**src/vec_ctrl_pkg.sv**
```systemverilog
// Shared widths, field codes, CSR selectors and the instruction word layout, imported by all blocks
package vec_ctrl_pkg;

  // Scalar operand and result width
  localparam int unsigned XLEN = 32;

  // Instruction classes in the top three bits of the word
  localparam logic [2:0] CLS_CFG = 3'd0;
  localparam logic [2:0] CLS_CSR = 3'd1;
  localparam logic [2:0] CLS_VFU = 3'd2;
  localparam logic [2:0] CLS_LSU = 3'd3;

  // Element width codes, 3 and above are illegal
  localparam logic [2:0] SEW_8  = 3'd0;
  localparam logic [2:0] SEW_16 = 3'd1;
  localparam logic [2:0] SEW_32 = 3'd2;

  // Register group codes, 4 and 5 reserved
  localparam logic [2:0] LMUL_1  = 3'd0;
  localparam logic [2:0] LMUL_2  = 3'd1;
  localparam logic [2:0] LMUL_4  = 3'd2;
  localparam logic [2:0] LMUL_8  = 3'd3;
  localparam logic [2:0] LMUL_F4 = 3'd6;
  localparam logic [2:0] LMUL_F2 = 3'd7;

  // CSR read selectors
  localparam logic [1:0] CSR_SEL_VL    = 2'd0;
  localparam logic [1:0] CSR_SEL_VTYPE = 2'd1;
  localparam logic [1:0] CSR_SEL_VLENB = 2'd2;

  // One instruction word, seen as a configuration or as an operation
  typedef union packed {
    struct packed {
      logic [2:0]  cls;
      logic [4:0]  rd;
      logic        keep_vl;
      logic [2:0]  vsew;
      logic [2:0]  vlmul;
      logic [16:0] zero;
    } cfg;
    struct packed {
      logic [2:0] cls;
      logic [4:0] rd;
      logic [4:0] vd;
      logic [4:0] vs1;
      logic [4:0] vs2;
      logic [1:0] csr_sel;
      logic [6:0] zero;
    } op;
  } vec_instr_u;

endpackage

```
**src/vec_req_if.sv**
```systemverilog
// Valid/ready request channel, instantiated in the top level between decoder, buffer and issuer
`timescale 1ns/1ps

interface vec_req_if;
  import vec_ctrl_pkg::*;

  logic            valid;
  logic            ready;
  vec_instr_u      instr;
  logic [XLEN-1:0] rs1;

  // Sending side
  modport write (
    output valid,
    output instr,
    output rs1,
    input  ready
  );

  // Receiving side
  modport read (
    input  valid,
    input  instr,
    input  rs1,
    output ready
  );

endinterface

```
**src/vec_decoder.sv**
```systemverilog
// Host-facing decoder that accepts or rejects instruction words and registers accepted ones
`timescale 1ns/1ps

module vec_decoder (
  input  logic                          clk_i,
  input  logic                          arst_n_i,
  // Host issue
  input  logic                          issue_valid_i,
  output logic                          issue_ready_o,
  input  vec_ctrl_pkg::vec_instr_u      issue_instr_i,
  input  logic [vec_ctrl_pkg::XLEN-1:0] issue_rs1_i,
  output logic                          issue_accept_o,
  // Current vtype state
  input  logic                          vill_i,
  // To request buffer
  vec_req_if.write                      req_o
);
  import vec_ctrl_pkg::*;

  logic            valid_q;
  vec_instr_u      instr_q;
  logic [XLEN-1:0] rs1_q;
  logic            is_vector;
  logic            handshake;

  assign is_vector = (issue_instr_i.op.cls == CLS_VFU) || (issue_instr_i.op.cls == CLS_LSU);

  // Legal class, and no vector work under an illegal vtype
  assign issue_accept_o = (issue_instr_i.op.cls <= CLS_LSU) && !(is_vector && vill_i);

  // Free slot, or the held word leaves this cycle
  assign issue_ready_o = !valid_q || req_o.ready;
  assign handshake     = issue_valid_i && issue_ready_o;

  always_ff @(posedge clk_i or negedge arst_n_i) begin
    if (!arst_n_i) begin
      valid_q <= 1'b0;
    end else if (handshake) begin
      // Rejected words leave the slot empty
      valid_q <= issue_accept_o;
    end else if (req_o.ready) begin
      valid_q <= 1'b0;
    end
  end

  always_ff @(posedge clk_i) begin
    if (handshake && issue_accept_o) begin
      instr_q <= issue_instr_i;
      rs1_q   <= issue_rs1_i;
    end
  end

  assign req_o.valid = valid_q;
  assign req_o.instr = instr_q;
  assign req_o.rs1   = rs1_q;

endmodule

```
**src/vec_req_buffer.sv**
```systemverilog
// One-entry fall-through buffer placed between the decoder and the issuer
`timescale 1ns/1ps

module vec_req_buffer (
  input  logic     clk_i,
  input  logic     arst_n_i,
  // From decoder
  vec_req_if.read  req_i,
  // To issuer
  vec_req_if.write req_o
);
  import vec_ctrl_pkg::*;

  logic            full_q;
  vec_instr_u      instr_q;
  logic [XLEN-1:0] rs1_q;
  logic            store;

  // Stored word has priority over the incoming one
  assign req_i.ready = !full_q;
  assign req_o.valid = full_q || req_i.valid;
  assign req_o.instr = full_q ? instr_q : req_i.instr;
  assign req_o.rs1   = full_q ? rs1_q : req_i.rs1;

  // Incoming word that cannot pass straight through
  assign store = req_i.valid && !full_q && !req_o.ready;

  always_ff @(posedge clk_i or negedge arst_n_i) begin
    if (!arst_n_i) begin
      full_q <= 1'b0;
    end else if (store) begin
      full_q <= 1'b1;
    end else if (full_q && req_o.ready) begin
      full_q <= 1'b0;
    end
  end

  always_ff @(posedge clk_i) begin
    if (store) begin
      instr_q <= req_i.instr;
      rs1_q   <= req_i.rs1;
    end
  end

endmodule

```
**src/vec_csr_file.sv**
```systemverilog
// Holds vl and vtype, computes the vl of a configuration word and muxes CSR read data
`timescale 1ns/1ps

module vec_csr_file #(
  parameter int unsigned VLEN = 256
) (
  input  logic                          clk_i,
  input  logic                          arst_n_i,
  // Configuration commit
  input  logic                          cfg_valid_i,
  input  vec_ctrl_pkg::vec_instr_u      cfg_instr_i,
  input  logic [vec_ctrl_pkg::XLEN-1:0] cfg_rs1_i,
  output logic [vec_ctrl_pkg::XLEN-1:0] new_vl_o,
  // CSR read
  input  logic [1:0]                    csr_sel_i,
  output logic [vec_ctrl_pkg::XLEN-1:0] csr_data_o,
  // Current state
  output logic [vec_ctrl_pkg::XLEN-1:0] vl_o,
  output logic [vec_ctrl_pkg::XLEN-1:0] vtype_o,
  output logic                          vill_o
);
  import vec_ctrl_pkg::*;

  localparam logic [XLEN-1:0] VLENB = XLEN'(VLEN / 8);

  logic [XLEN-1:0] vl_q;
  logic            vill_q;
  logic [2:0]      vsew_q;
  logic [2:0]      vlmul_q;
  logic            vill_d;
  logic [2:0]      vsew_d;
  logic [2:0]      vlmul_d;
  logic [XLEN-1:0] vlmax;
  logic            illegal;

  // SEW exponent minus LMUL exponent, fractional groups count negative
  function automatic logic signed [4:0] vtype_ratio(input logic [2:0] sew,
                                                    input logic [2:0] lmul);
    logic signed [4:0] lmul_log2;
    case (lmul)
      LMUL_F4: lmul_log2 = -5'sd2;
      LMUL_F2: lmul_log2 = -5'sd1;
      default: lmul_log2 = $signed({2'b00, lmul});
    endcase
    return $signed({2'b00, sew}) - lmul_log2;
  endfunction

  ////////////////////////////////////////////////////////////////////////////
  // Configuration
  ////////////////////////////////////////////////////////////////////////////

  always_comb begin
    vsew_d  = cfg_instr_i.cfg.vsew;
    vlmul_d = cfg_instr_i.cfg.vlmul;
    vill_d  = 1'b0;

    illegal = (vsew_d > SEW_32) ||
              !(vlmul_d inside {LMUL_1, LMUL_2, LMUL_4, LMUL_8, LMUL_F4, LMUL_F2}) ||
              ((vlmul_d == LMUL_F4) && (vsew_d != SEW_8)) ||
              ((vlmul_d == LMUL_F2) && (vsew_d == SEW_32));

    // Elements per register, then scaled by the group size
    vlmax = VLENB >> vsew_d;
    case (vlmul_d)
      LMUL_2:  vlmax = vlmax << 1;
      LMUL_4:  vlmax = vlmax << 2;
      LMUL_8:  vlmax = vlmax << 3;
      LMUL_F4: vlmax = vlmax >> 2;
      LMUL_F2: vlmax = vlmax >> 1;
      default: vlmax = vlmax;
    endcase

    if (!cfg_instr_i.cfg.keep_vl) begin
      if (cfg_rs1_i == '1) begin
        new_vl_o = vlmax;
      end else begin
        new_vl_o = (cfg_rs1_i < vlmax) ? cfg_rs1_i : vlmax;
      end
    end else begin
      new_vl_o = vl_q;
      // Keeping vl is only allowed at the same SEW/LMUL ratio
      if (vtype_ratio(vsew_d, vlmul_d) != vtype_ratio(vsew_q, vlmul_q)) begin
        illegal = 1'b1;
      end
    end

    if (illegal) begin
      vill_d   = 1'b1;
      vsew_d   = SEW_8;
      vlmul_d  = LMUL_1;
      new_vl_o = '0;
    end
  end

  // Reset state is an illegal vtype with vl = 0
  always_ff @(posedge clk_i or negedge arst_n_i) begin
    if (!arst_n_i) begin
      vl_q    <= '0;
      vill_q  <= 1'b1;
      vsew_q  <= SEW_8;
      vlmul_q <= LMUL_1;
    end else if (cfg_valid_i) begin
      vl_q    <= new_vl_o;
      vill_q  <= vill_d;
      vsew_q  <= vsew_d;
      vlmul_q <= vlmul_d;
    end
  end

  ////////////////////////////////////////////////////////////////////////////
  // Read side
  ////////////////////////////////////////////////////////////////////////////

  // vill at the top, vsew and vlmul in the low six bits
  assign vtype_o = {vill_q, {(XLEN - 7){1'b0}}, vsew_q, vlmul_q};
  assign vl_o    = vl_q;
  assign vill_o  = vill_q;

  always_comb begin
    case (csr_sel_i)
      CSR_SEL_VL:    csr_data_o = vl_q;
      CSR_SEL_VTYPE: csr_data_o = vtype_o;
      CSR_SEL_VLENB: csr_data_o = VLENB;
      default:       csr_data_o = '0;
    endcase
  end

endmodule

```
**src/vec_insn_tracker.sv**
```systemverilog
// Busy bit per instruction id, used by the issuer to hand out the lowest free id
`timescale 1ns/1ps

module vec_insn_tracker #(
  parameter  int unsigned NR_INSN = 4,
  localparam int unsigned ID_W    = $clog2(NR_INSN)
) (
  input  logic            clk_i,
  input  logic            arst_n_i,
  // Allocation
  input  logic            alloc_i,
  output logic [ID_W-1:0] free_id_o,
  output logic            full_o,
  // Completions
  input  logic            vfu_done_valid_i,
  input  logic [ID_W-1:0] vfu_done_id_i,
  input  logic            lsu_done_valid_i,
  input  logic [ID_W-1:0] lsu_done_id_i
);

  logic [NR_INSN-1:0] busy_q;
  logic [NR_INSN-1:0] busy_d;

  // Scan downwards so the lowest free id wins
  always_comb begin
    free_id_o = '0;
    for (int i = NR_INSN - 1; i >= 0; i--) begin
      if (!busy_q[i]) begin
        free_id_o = ID_W'(i);
      end
    end
  end

  assign full_o = &busy_q;

  always_comb begin
    busy_d = busy_q;
    if (alloc_i) begin
      busy_d[free_id_o] = 1'b1;
    end
    if (vfu_done_valid_i) begin
      busy_d[vfu_done_id_i] = 1'b0;
    end
    if (lsu_done_valid_i) begin
      busy_d[lsu_done_id_i] = 1'b0;
    end
  end

  always_ff @(posedge clk_i or negedge arst_n_i) begin
    if (!arst_n_i) begin
      busy_q <= '0;
    end else begin
      busy_q <= busy_d;
    end
  end

endmodule

```
**src/vec_issuer.sv**
```systemverilog
// Consumes buffered requests, retiring config and CSR words to the host and sending vector work
`timescale 1ns/1ps

module vec_issuer #(
  parameter  int unsigned VLEN    = 256,
  parameter  int unsigned NR_INSN = 4,
  localparam int unsigned ID_W    = $clog2(NR_INSN)
) (
  input  logic                          clk_i,
  input  logic                          arst_n_i,
  // From request buffer
  vec_req_if.read                       req_i,
  output logic                          vill_o,
  // Host result
  output logic                          result_valid_o,
  input  logic                          result_ready_i,
  output logic [4:0]                    result_rd_o,
  output logic [vec_ctrl_pkg::XLEN-1:0] result_data_o,
  // Unit requests
  output logic                          vfu_req_valid_o,
  input  logic                          vfu_req_ready_i,
  output logic                          lsu_req_valid_o,
  input  logic                          lsu_req_ready_i,
  output logic [ID_W-1:0]               req_id_o,
  output vec_ctrl_pkg::vec_instr_u      req_instr_o,
  output logic [vec_ctrl_pkg::XLEN-1:0] req_rs1_o,
  output logic [vec_ctrl_pkg::XLEN-1:0] req_vl_o,
  output logic [vec_ctrl_pkg::XLEN-1:0] req_vtype_o,
  // Completions
  input  logic                          vfu_done_valid_i,
  input  logic [ID_W-1:0]               vfu_done_id_i,
  input  logic                          lsu_done_valid_i,
  input  logic [ID_W-1:0]               lsu_done_id_i
);
  import vec_ctrl_pkg::*;

  logic            is_cfg;
  logic            is_csr;
  logic            is_vfu;
  logic            is_lsu;
  logic            cfg_commit;
  logic            alloc;
  logic            full;
  logic [XLEN-1:0] new_vl;
  logic [XLEN-1:0] csr_data;

  assign is_cfg = req_i.instr.op.cls == CLS_CFG;
  assign is_csr = req_i.instr.op.cls == CLS_CSR;
  assign is_vfu = req_i.instr.op.cls == CLS_VFU;
  assign is_lsu = req_i.instr.op.cls == CLS_LSU;

  // Host result for config and CSR words
  assign result_valid_o = req_i.valid && (is_cfg || is_csr);
  assign result_rd_o    = req_i.instr.op.rd;
  assign result_data_o  = is_cfg ? new_vl : csr_data;
  assign cfg_commit     = req_i.valid && is_cfg && result_ready_i;

  // Vector work waits for a free id
  assign vfu_req_valid_o = req_i.valid && is_vfu && !full;
  assign lsu_req_valid_o = req_i.valid && is_lsu && !full;
  assign alloc = (vfu_req_valid_o && vfu_req_ready_i) || (lsu_req_valid_o && lsu_req_ready_i);

  assign req_i.ready = ((is_cfg || is_csr) && result_ready_i) ||
                       (is_vfu && !full && vfu_req_ready_i) ||
                       (is_lsu && !full && lsu_req_ready_i);

  assign req_instr_o = req_i.instr;
  assign req_rs1_o   = req_i.rs1;

  vec_csr_file #(
    .VLEN (VLEN)
  ) csr_file_inst (
    .clk_i       (clk_i),
    .arst_n_i    (arst_n_i),
    .cfg_valid_i (cfg_commit),
    .cfg_instr_i (req_i.instr),
    .cfg_rs1_i   (req_i.rs1),
    .new_vl_o    (new_vl),
    .csr_sel_i   (req_i.instr.op.csr_sel),
    .csr_data_o  (csr_data),
    .vl_o        (req_vl_o),
    .vtype_o     (req_vtype_o),
    .vill_o      (vill_o)
  );

  vec_insn_tracker #(
    .NR_INSN (NR_INSN)
  ) insn_tracker_inst (
    .clk_i            (clk_i),
    .arst_n_i         (arst_n_i),
    .alloc_i          (alloc),
    .free_id_o        (req_id_o),
    .full_o           (full),
    .vfu_done_valid_i (vfu_done_valid_i),
    .vfu_done_id_i    (vfu_done_id_i),
    .lsu_done_valid_i (lsu_done_valid_i),
    .lsu_done_id_i    (lsu_done_id_i)
  );

endmodule

```
**src/vec_ctrl_top.sv**
```systemverilog
// Top level of the vector issue controller, connecting host and units through plain ports
`timescale 1ns/1ps

module vec_ctrl_top #(
  parameter  int unsigned VLEN    = 256,
  parameter  int unsigned NR_INSN = 4,
  localparam int unsigned ID_W    = $clog2(NR_INSN)
) (
  input  logic                          clk_i,
  input  logic                          arst_n_i,
  // Host issue
  input  logic                          issue_valid_i,
  output logic                          issue_ready_o,
  input  vec_ctrl_pkg::vec_instr_u      issue_instr_i,
  input  logic [vec_ctrl_pkg::XLEN-1:0] issue_rs1_i,
  output logic                          issue_accept_o,
  // Host result
  output logic                          result_valid_o,
  input  logic                          result_ready_i,
  output logic [4:0]                    result_rd_o,
  output logic [vec_ctrl_pkg::XLEN-1:0] result_data_o,
  // Unit requests
  output logic                          vfu_req_valid_o,
  input  logic                          vfu_req_ready_i,
  output logic                          lsu_req_valid_o,
  input  logic                          lsu_req_ready_i,
  output logic [ID_W-1:0]               req_id_o,
  output vec_ctrl_pkg::vec_instr_u      req_instr_o,
  output logic [vec_ctrl_pkg::XLEN-1:0] req_rs1_o,
  output logic [vec_ctrl_pkg::XLEN-1:0] req_vl_o,
  output logic [vec_ctrl_pkg::XLEN-1:0] req_vtype_o,
  // Completions
  input  logic                          vfu_done_valid_i,
  input  logic [ID_W-1:0]               vfu_done_id_i,
  input  logic                          lsu_done_valid_i,
  input  logic [ID_W-1:0]               lsu_done_id_i
);

  // Decoder to buffer, buffer to issuer
  vec_req_if dec_req ();
  vec_req_if buf_req ();

  logic vill;

  vec_decoder decoder_inst (
    .clk_i          (clk_i),
    .arst_n_i       (arst_n_i),
    .issue_valid_i  (issue_valid_i),
    .issue_ready_o  (issue_ready_o),
    .issue_instr_i  (issue_instr_i),
    .issue_rs1_i    (issue_rs1_i),
    .issue_accept_o (issue_accept_o),
    .vill_i         (vill),
    .req_o          (dec_req)
  );

  vec_req_buffer req_buffer_inst (
    .clk_i    (clk_i),
    .arst_n_i (arst_n_i),
    .req_i    (dec_req),
    .req_o    (buf_req)
  );

  vec_issuer #(
    .VLEN    (VLEN),
    .NR_INSN (NR_INSN)
  ) issuer_inst (
    .clk_i            (clk_i),
    .arst_n_i         (arst_n_i),
    .req_i            (buf_req),
    .vill_o           (vill),
    .result_valid_o   (result_valid_o),
    .result_ready_i   (result_ready_i),
    .result_rd_o      (result_rd_o),
    .result_data_o    (result_data_o),
    .vfu_req_valid_o  (vfu_req_valid_o),
    .vfu_req_ready_i  (vfu_req_ready_i),
    .lsu_req_valid_o  (lsu_req_valid_o),
    .lsu_req_ready_i  (lsu_req_ready_i),
    .req_id_o         (req_id_o),
    .req_instr_o      (req_instr_o),
    .req_rs1_o        (req_rs1_o),
    .req_vl_o         (req_vl_o),
    .req_vtype_o      (req_vtype_o),
    .vfu_done_valid_i (vfu_done_valid_i),
    .vfu_done_id_i    (vfu_done_id_i),
    .lsu_done_valid_i (lsu_done_valid_i),
    .lsu_done_id_i    (lsu_done_id_i)
  );

endmodule

```
**config.mk**
```make
export PLATFORM = sky130hd
export DESIGN_NAME = vec_ctrl_top
export DESIGN_NICKNAME = d
export VERILOG_FILES = /design/src/vec_ctrl_pkg.sv /design/src/vec_req_if.sv /design/src/vec_decoder.sv /design/src/vec_req_buffer.sv /design/src/vec_csr_file.sv /design/src/vec_insn_tracker.sv /design/src/vec_issuer.sv /design/src/vec_ctrl_top.sv
export SDC_FILE = /design/constraint.sdc
export NUM_CORES = 1
export LEC_CHECK = 0
export BUFFER_PORTS_ARGS = -buffer_cell sky130_fd_sc_hd__buf_2
export CAP_MARGIN = 10
export CORE_ASPECT_RATIO = 0.7
export CORE_MARGIN = 2
export CORE_UTILIZATION = 50
export DETAILED_ROUTE_END_ITERATION = 7
export HOLD_SLACK_MARGIN = 0.08
export PLACE_DENSITY = 0.8
export SYNTH_ARGS = -nofsm -noshare
export SYNTH_HDL_FRONTEND = slang
export SYNTH_HIERARCHICAL = 1
export SYNTH_SLANG_ARGS = --single-unit
export TNS_END_PERCENT = 30
```
**constraint.sdc**
```tcl
create_clock -name clk_i -period 11.12 [get_ports clk_i]
set_clock_uncertainty 0.05 [all_clocks]
set_input_delay 3.336 -clock clk_i [delete_from_list [all_inputs] [get_ports clk_i]]
set_output_delay 3.336 -clock clk_i [all_outputs]
set_load 0.05 [all_outputs]
```
# Word level (Yosys, flattened, before mapping)
# Index checks and enable logic that the tools add are counted.
[op_classes] muxes=35 addsub=2 n_mul=0 n_div=0 n_reduce_logical=49 eq_ne=18 n_bitwise=5 n_lt_le_gt_ge=9 n_shift=1
[op_table] cell="$mux W32" count=7
[op_table] cell="$pmux W32 S5" count=1
[op_table] cell="$pmux W32 S3" count=1
[op_table] cell="$eq A32 B32 Y1 const B" count=1
[op_table] cell="$lt A32 B32 Y1" count=1
[op_table] cell="$shr A6 B3 Y32 const A" count=1
[op_table] cell="$logic_and A1 B1 Y1" count=26
[op_table] cell="$eq A3 B2 Y1 const B" count=7
[op_table] cell="$pmux W5 S2" count=2
[op_table] cell="$eq A3 B3 Y1 const B" count=4
[op_table] cell="$mux W4" count=3
[op_table] cell="$logic_or A1 B1 Y1" count=10
[op_table] cell="$mux W1" count=10
[op_table] cell="$mux W5" count=2
[op_table] cell="$sub A4 B5 Y5" count=2
[op_table] cell="$lt A2 B3 Y1 const B" count=3
[op_table] cell="$and A4 B4 Y4" count=2
[op_table] cell="$mux W2" count=4
[op_table] cell="$not A4 Y4" count=2
[op_table] cell="$demux W1 S2" count=3
[op_table] cell="$eq A3 B1 Y1 const B" count=2
[op_table] cell="$ge A2 B1 Y1 const B" count=3
[op_table] cell="$logic_not A1 Y1" count=6
[op_table] cell="$logic_not A3 Y1" count=2
[op_table] cell="other kinds (13)" count=14
[word_totals] ff_bits=173 n_memories=0 ram_bits=0 input_bits=76 output_inout_bits=172 word_cells=130 latch_bits=0 mem_bits_ro=0

# Depth between registers and ports, before layout
[depth] ltp_word=14 mapped_depth=17 ltp_nobuf=14

# Hierarchy
# Netlist, hierarchy kept.
[by_module_without_submodules] module="vec_csr_file" seq_area_each_um2=977.2 n_inst=1 area_per_inst_um2=3154.3 cells_each=354
[by_module_without_submodules] module="vec_req_buffer" seq_area_each_um2=1946.9 n_inst=1 area_per_inst_um2=2820.2 cells_each=141
[by_module_without_submodules] module="vec_decoder" seq_area_each_um2=1946.9 n_inst=1 area_per_inst_um2=1985.7 cells_each=69
[by_module_without_submodules] module="vec_issuer" seq_area_each_um2=0.0 n_inst=1 area_per_inst_um2=1002.2 cells_each=115
[by_module_without_submodules] module="vec_insn_tracker" seq_area_each_um2=100.1 n_inst=1 area_per_inst_um2=229.0 cells_each=24

# Least setup slack after synthesis
# No wires, ideal clock.
[synth_path] path_kind="input-to-reg" startpoint="in lsu_req_ready_i" endpoint="reg req_buffer_inst/instr_q[0] (netlist bit) (enable)" n_path_buf=0 slack_ns=2.237 path_stages=3 setup_time_ns=0.578 arrival_time_ns=8.255 required_ns=10.492 cell_sequence="mux2i_1 -> o2bb2ai_1 -> nor3b_1"
[synth_between] elab_chain_cells=4
[synth_rtl] item="start, declared" line="vec_ctrl_top.sv:26" source="input logic lsu_req_ready_i,"
[synth_rtl] item="$logic_and A1 B1 Y1" line="vec_issuer.sv:65" source="(is_lsu && !full && lsu_req_ready_i);"
[synth_rtl] item="$logic_or A1 B1 Y1" line="vec_issuer.sv:64" source="(is_vfu && !full && vfu_req_ready_i) ||"
[synth_rtl] item="net buf_req.ready" line="vec_req_if.sv:8" source="logic ready;"
[synth_rtl] item="$logic_not A1 Y1" line="vec_req_buffer.sv:26" source="assign store = req_i.valid && !full_q && !req_o.ready;"
[synth_rtl] item="$logic_and A1 B1 Y1" line="vec_req_buffer.sv:26"
[synth_rtl] item="net req_buffer_inst.store" line="vec_req_buffer.sv:17" source="logic store;"
[synth_rtl] item="end signal, assigned" line="vec_req_buffer.sv:40" source="instr_q <= req_i.instr;"
[synth_rtl] item="end, declared" line="vec_req_buffer.sv:15" source="vec_instr_u instr_q;"
# The timed path passes the listed nets, and every way through them passes these cells.
# A chain may end at the register's enable or synchronous reset.

# Final worst setup path
[layout_path] startpoint="reg req_buffer_inst.full_q" endpoint="out result_data_o[8] (netlist bit)"
[layout_between] elab_chain_cells=11 word_cells_on_any_way=38 cone_classes="add/sub (1); order compare (2); eq/ne (10); shift (1); mux (13); reduce/logical (11)"
[layout_rtl] item="start, declared" line="vec_req_buffer.sv:14" source="logic full_q;"
[layout_rtl] item="start signal, assigned" line="vec_req_buffer.sv:30" source="full_q <= 1'b0;"
[layout_rtl] item="start signal, assigned" line="vec_req_buffer.sv:32" source="full_q <= 1'b1;"
[layout_rtl] item="start signal, assigned" line="vec_req_buffer.sv:34" source="full_q <= 1'b0;"
[layout_rtl] item="branches (longest 9 deep; another with $lt A32 B32 Y1)"
[layout_rtl] item="$mux W32 (*)" line="vec_csr_file.sv:87" source="if (illegal) begin"
[layout_rtl] item="net issuer_inst.new_vl[8]" line="vec_issuer.sv:44" source="logic [XLEN-1:0] new_vl;"
[layout_rtl] item="$mux W32 (*)" line="vec_issuer.sv:55" source="assign result_data_o = is_cfg ? new_vl : csr_data;"
[layout_rtl] item="end, declared" line="vec_ctrl_top.sv:21" source="output logic [vec_ctrl_pkg::XLEN-1:0] result_data_o,"
# Mark *: on every way through the listed nets, which the timed path passes. The select of a mux whose other input is x is not followed.

==> summary.md <==
| Metric | Value |
|---|---|
| Starting Density | `51.0%` |
| Post-CTS Hold Buffers | `0` |
| Crit path launch | `req_buffer_inst/full_q` |
| Depth of the worst register-to-register path | `12` |
| Initial antenna violation count | `1` |
| Core area | `18000 µm²` |
| Final Hold Slack | `0.392 ns` |
| Crit path cell chain | `mux2_2 > clkinv_1 > ha_1 > nor2b_1 > nor3_1 > a211oi_1 > nor3b_1 > and4_1 > o2bb2ai_1 > mux2_2 > buf_2` |
| Vias | `5757` |
| Critical path type | `flip-flop to output pin` |
| Clock Latency Late Sink | `0.44 ns` |
| I/O pin total | `248` |
| Cell mode on critical path | `mux2_2` |
| Synth Register Bits | `173` |
| First DRT Iteration DRCs | `402` |
| Main combinational cell family by area after synthesis | `multiplexers` |
| Share of cells above drive strength 1 | `44.4%` |
| Max H-tree Level | `4` |
| Critical Path Sink Type | `output pin` |
| Vias/cell | `5.25` |
| Mapped Cells | `703` |
| Final nets | `940` |
| Pleak | `4.53 nW` |
| Input/output buffers | `222` |
| Full die area | `19500 µm²` |
| Power Density | `272 nW/µm²` |
| Synth unique cells | `77` |
| Post-CTS setup buffers | `0` |
| Drc violations | `0` |
| Number of enable flip-flop cells after synthesis | `128` |
| Final number of hold-violating endpoints | `0` |
| Synth Area in XOR/XNOR | `0.858%` |
| RSZ-0062 raised after global routing | `false` |
| Peak VDD IR | `0.000161 V` |
| Vias in the first global route | `5600` |
| FP Rows | `41` |
| Critical Path Sink | `result_data_o[8]` |
| P&R area growth vs syn | `14.0%` |
| Synth Warn # | `6` |
| Clock root buffer | `clkbuf_16` |
| Highest Clock Rate | `114 MHz` |
| Critical Path Stages | `11` |
| Total gr overflow | `0` |
| Post-synth ARST share | `26.0%` |
| Crit path launch type | `flip-flop` |
| Mux share of post-synthesis cell area | `14.3%` |
| Hold WC Path Type | `flip-flop to flip-flop` |
| Post-layout min period | `8.73 ns` |
| Placed cell areas | `9840 µm²` |
| Top delay family on crit path | `simple AND/OR/NAND/NOR gates` |
| Overall power | `2.85 mW` |
| Worst r2r src | `req_buffer_inst/full_q` |
| Hpwl dp | `13700 µm` |
| Worst slew pin tran | `1.02 ns` |
| Simple-gate share of the synthesized area | `10.6%` |
| GRT Total Usage | `19.5%` |
| Synth Area in Adders | `2.34%` |
| DRT Pass-1 Iters | `5` |
| Final Util | `58.2%` |
| Syn Area/Cell | `13.1 µm²` |
| First-pass GRT wire length | `30100 µm` |
| Final setup fails | `0` |
| CTS tree | `yes` |
| RR Endpoint | `issuer_inst/csr_file_inst/vl_o[7]` |
| CTS sink count | `173` |
| Critical-path top delay cell | `dfrtp_4` |
| Max-slew violation count | `0` |
| Max Buffers Root-to-Sink | `2` |
| Worst Path Buf+Inv | `2` |
| Req. time, crit path | `7.73 ns` |
| CP peak stage delay | `1.05 ns` |
| Antenna Nets Post-Route | `0` |
| Post-synth top flop | `edfxtp_1` |
| CP max FO | `68` |
| Worst Path Arrival | `5.35 ns` |
| Chip height | `117 µm` |
| Wirelength per Cell | `17.2 µm` |
| Largest net degree at the start of global routing | `69` |
| Max_cap viols | `0` |
| Compound-cell area share of the yosys netlist | `6.55%` |
| Cell area after layout | `10500 µm²` |
| Antenna diodes | `0` |
| Flop2flop setup slack | `6.47 ns` |
| Post-cts sizing count | `0` |
| Gp weighted congestion | `0.886` |
| Status | `completed` |
| Num CTS Buffers | `17` |
| Reg clk slew, reported paths | `0.08 ns` |
| Post-synthesis sequential area ratio | `54.1%` |
| Mapped cell area | `9190 µm²` |
| Fillers | `1474` |
| Final worst-path cycle share | `78.5%` |
| Die W | `166 µm` |
| Post-Route WL | `18800 µm` |
| Max transition margin | `31.8%` |
| Setup TNS Final | `0 ns` |
flip-flops by register name, summed over array words and instances, names as in the netlist:
register,cells
issuer_inst/csr_file_inst/vl_o,32
decoder_inst/req_o.valid,1
req_buffer_inst/full_q,1
decoder_inst/req_o.rs1,32
req_buffer_inst/rs1_q,32
decoder_inst/req_o.instr,32
issuer_inst/csr_file_inst/vill_o,1
issuer_inst/csr_file_inst/vsew_q,3
req_buffer_inst/instr_q,32
issuer_inst/csr_file_inst/vlmul_q,3
issuer_inst/insn_tracker_inst/busy_q,4
cells by family after synthesis:
family / after synthesis
flip-flops: 173
AND/OR/NAND/NOR: 161
buffers and inverters: 158
multiplexers: 112
AO/OA/AOI/OAI: 73
adder cells (fa/ha/maj): 16
XOR/XNOR: 9
other: 1
report_power, final:
group | internal (mW) | total (mW) | switching (mW)
clock network | 0.311 | 0.611 | 0.300
registers | 0.803 | 0.910 | 0.107
logic | 0.413 | 1.33 | 0.920
total | 1.53 | 2.85 | 1.33
per-layer routing:
metal | vias to the layer above | track usage (%) | wire (µm) | part of all wire, %
li1 | 2715 | - | - | -
met1 | 2822 | 27.6 | 8860 | 47
met2 | 204 | 29.7 | 8460 | 45
met3 | 14 | 5.91 | 1340 | 7.1
met4 | 2 | 4.73 | 176 | 0.93
met5 | - | 0 | 13 | 0.069
cell type report:
class | count | area (µm²) | share of cell area [%]
clock inverter | 15 | 206 | 1.97
clock buffer | 17 | 425 | 4.06
timing repair buffer | 229 | 1160 | 11.1
tap | 236 | 295 | 2.82
inverter | 31 | 116 | 1.11
sequential | 173 | 4970 | 47.5
multi-input combinational | 396 | 3300 | 31.5
placed cells by master, fill, tap and decap left out, types with 3 or more instances in the layout:
| cell type | count |
|---|---|
| a21oi_1 | 6 |
| a221oi_2 | 3 |
| a311oi_1 | 4 |
| a31oi_1 | 5 |
| and2_1 | 48 |
| and3b_1 | 3 |
| buf_2 | 222 |
| buf_4 | 7 |
| clkbuf_16 | 17 |
| clkinv_8 | 7 |
| conb_1 | 25 |
| dfrtp_1 | 43 |
| edfxtp_1 | 128 |
| ha_1 | 14 |
| inv_1 | 29 |
| inv_8 | 3 |
| mux2_1 | 3 |
| mux2_2 | 82 |
| mux2_4 | 18 |
| mux2i_1 | 9 |
| nand2_1 | 13 |
| nand2b_1 | 8 |
| nand3_1 | 4 |
| nor2_1 | 21 |
| nor2b_1 | 26 |
| nor3_1 | 7 |
| nor3b_1 | 5 |
| nor4_1 | 5 |
| nor4b_1 | 3 |
| o21ai_0 | 3 |
| o22ai_1 | 7 |
| o2bb2ai_1 | 11 |
| o32ai_1 | 4 |
| xnor2_1 | 8 |
worst min-delay path by stage:
stage,from,to,cells past startpoint
floorplan,decoder_inst/req_o.instr[0],req_buffer_inst/instr_q[0],0
global placement,decoder_inst/req_o.instr[6],req_buffer_inst/instr_q[6],0
detailed placement,decoder_inst/req_o.instr[14],req_buffer_inst/instr_q[14],0
CTS,decoder_inst/req_o.instr[7],req_buffer_inst/instr_q[7],0
global route,decoder_inst/req_o.instr[16],req_buffer_inst/instr_q[16],0
finish,decoder_inst/req_o.instr[6],req_buffer_inst/instr_q[6],0
metrics by stage:
step                std cells  worst slack (ns)
floorplan                 727              2.24
global placement         1064              2.93
detailed placement       1064              2.89
CTS                      1096              2.37
global route             1097              1.96
finish                   1097              2.39
synth_stat cells, types with 9 or more instances:
cell type,number,area share [%]
nor2_1,21,0.86
and2_1,48,3.3
buf_2,10,0.54
buf_4,98,8.0
nand2_1,13,0.53
ha_1,14,1.9
dfrtp_1,44,12
mux2i_1,9,0.98
clkbuf_1,9,0.37
mux2_2,82,10
nor2b_1,26,1.8
o2bb2ai_1,11,1.0
inv_1,29,1.2
edfxtp_1,128,42
mux2_4,18,2.9
(Power assumes the default switching activity.)
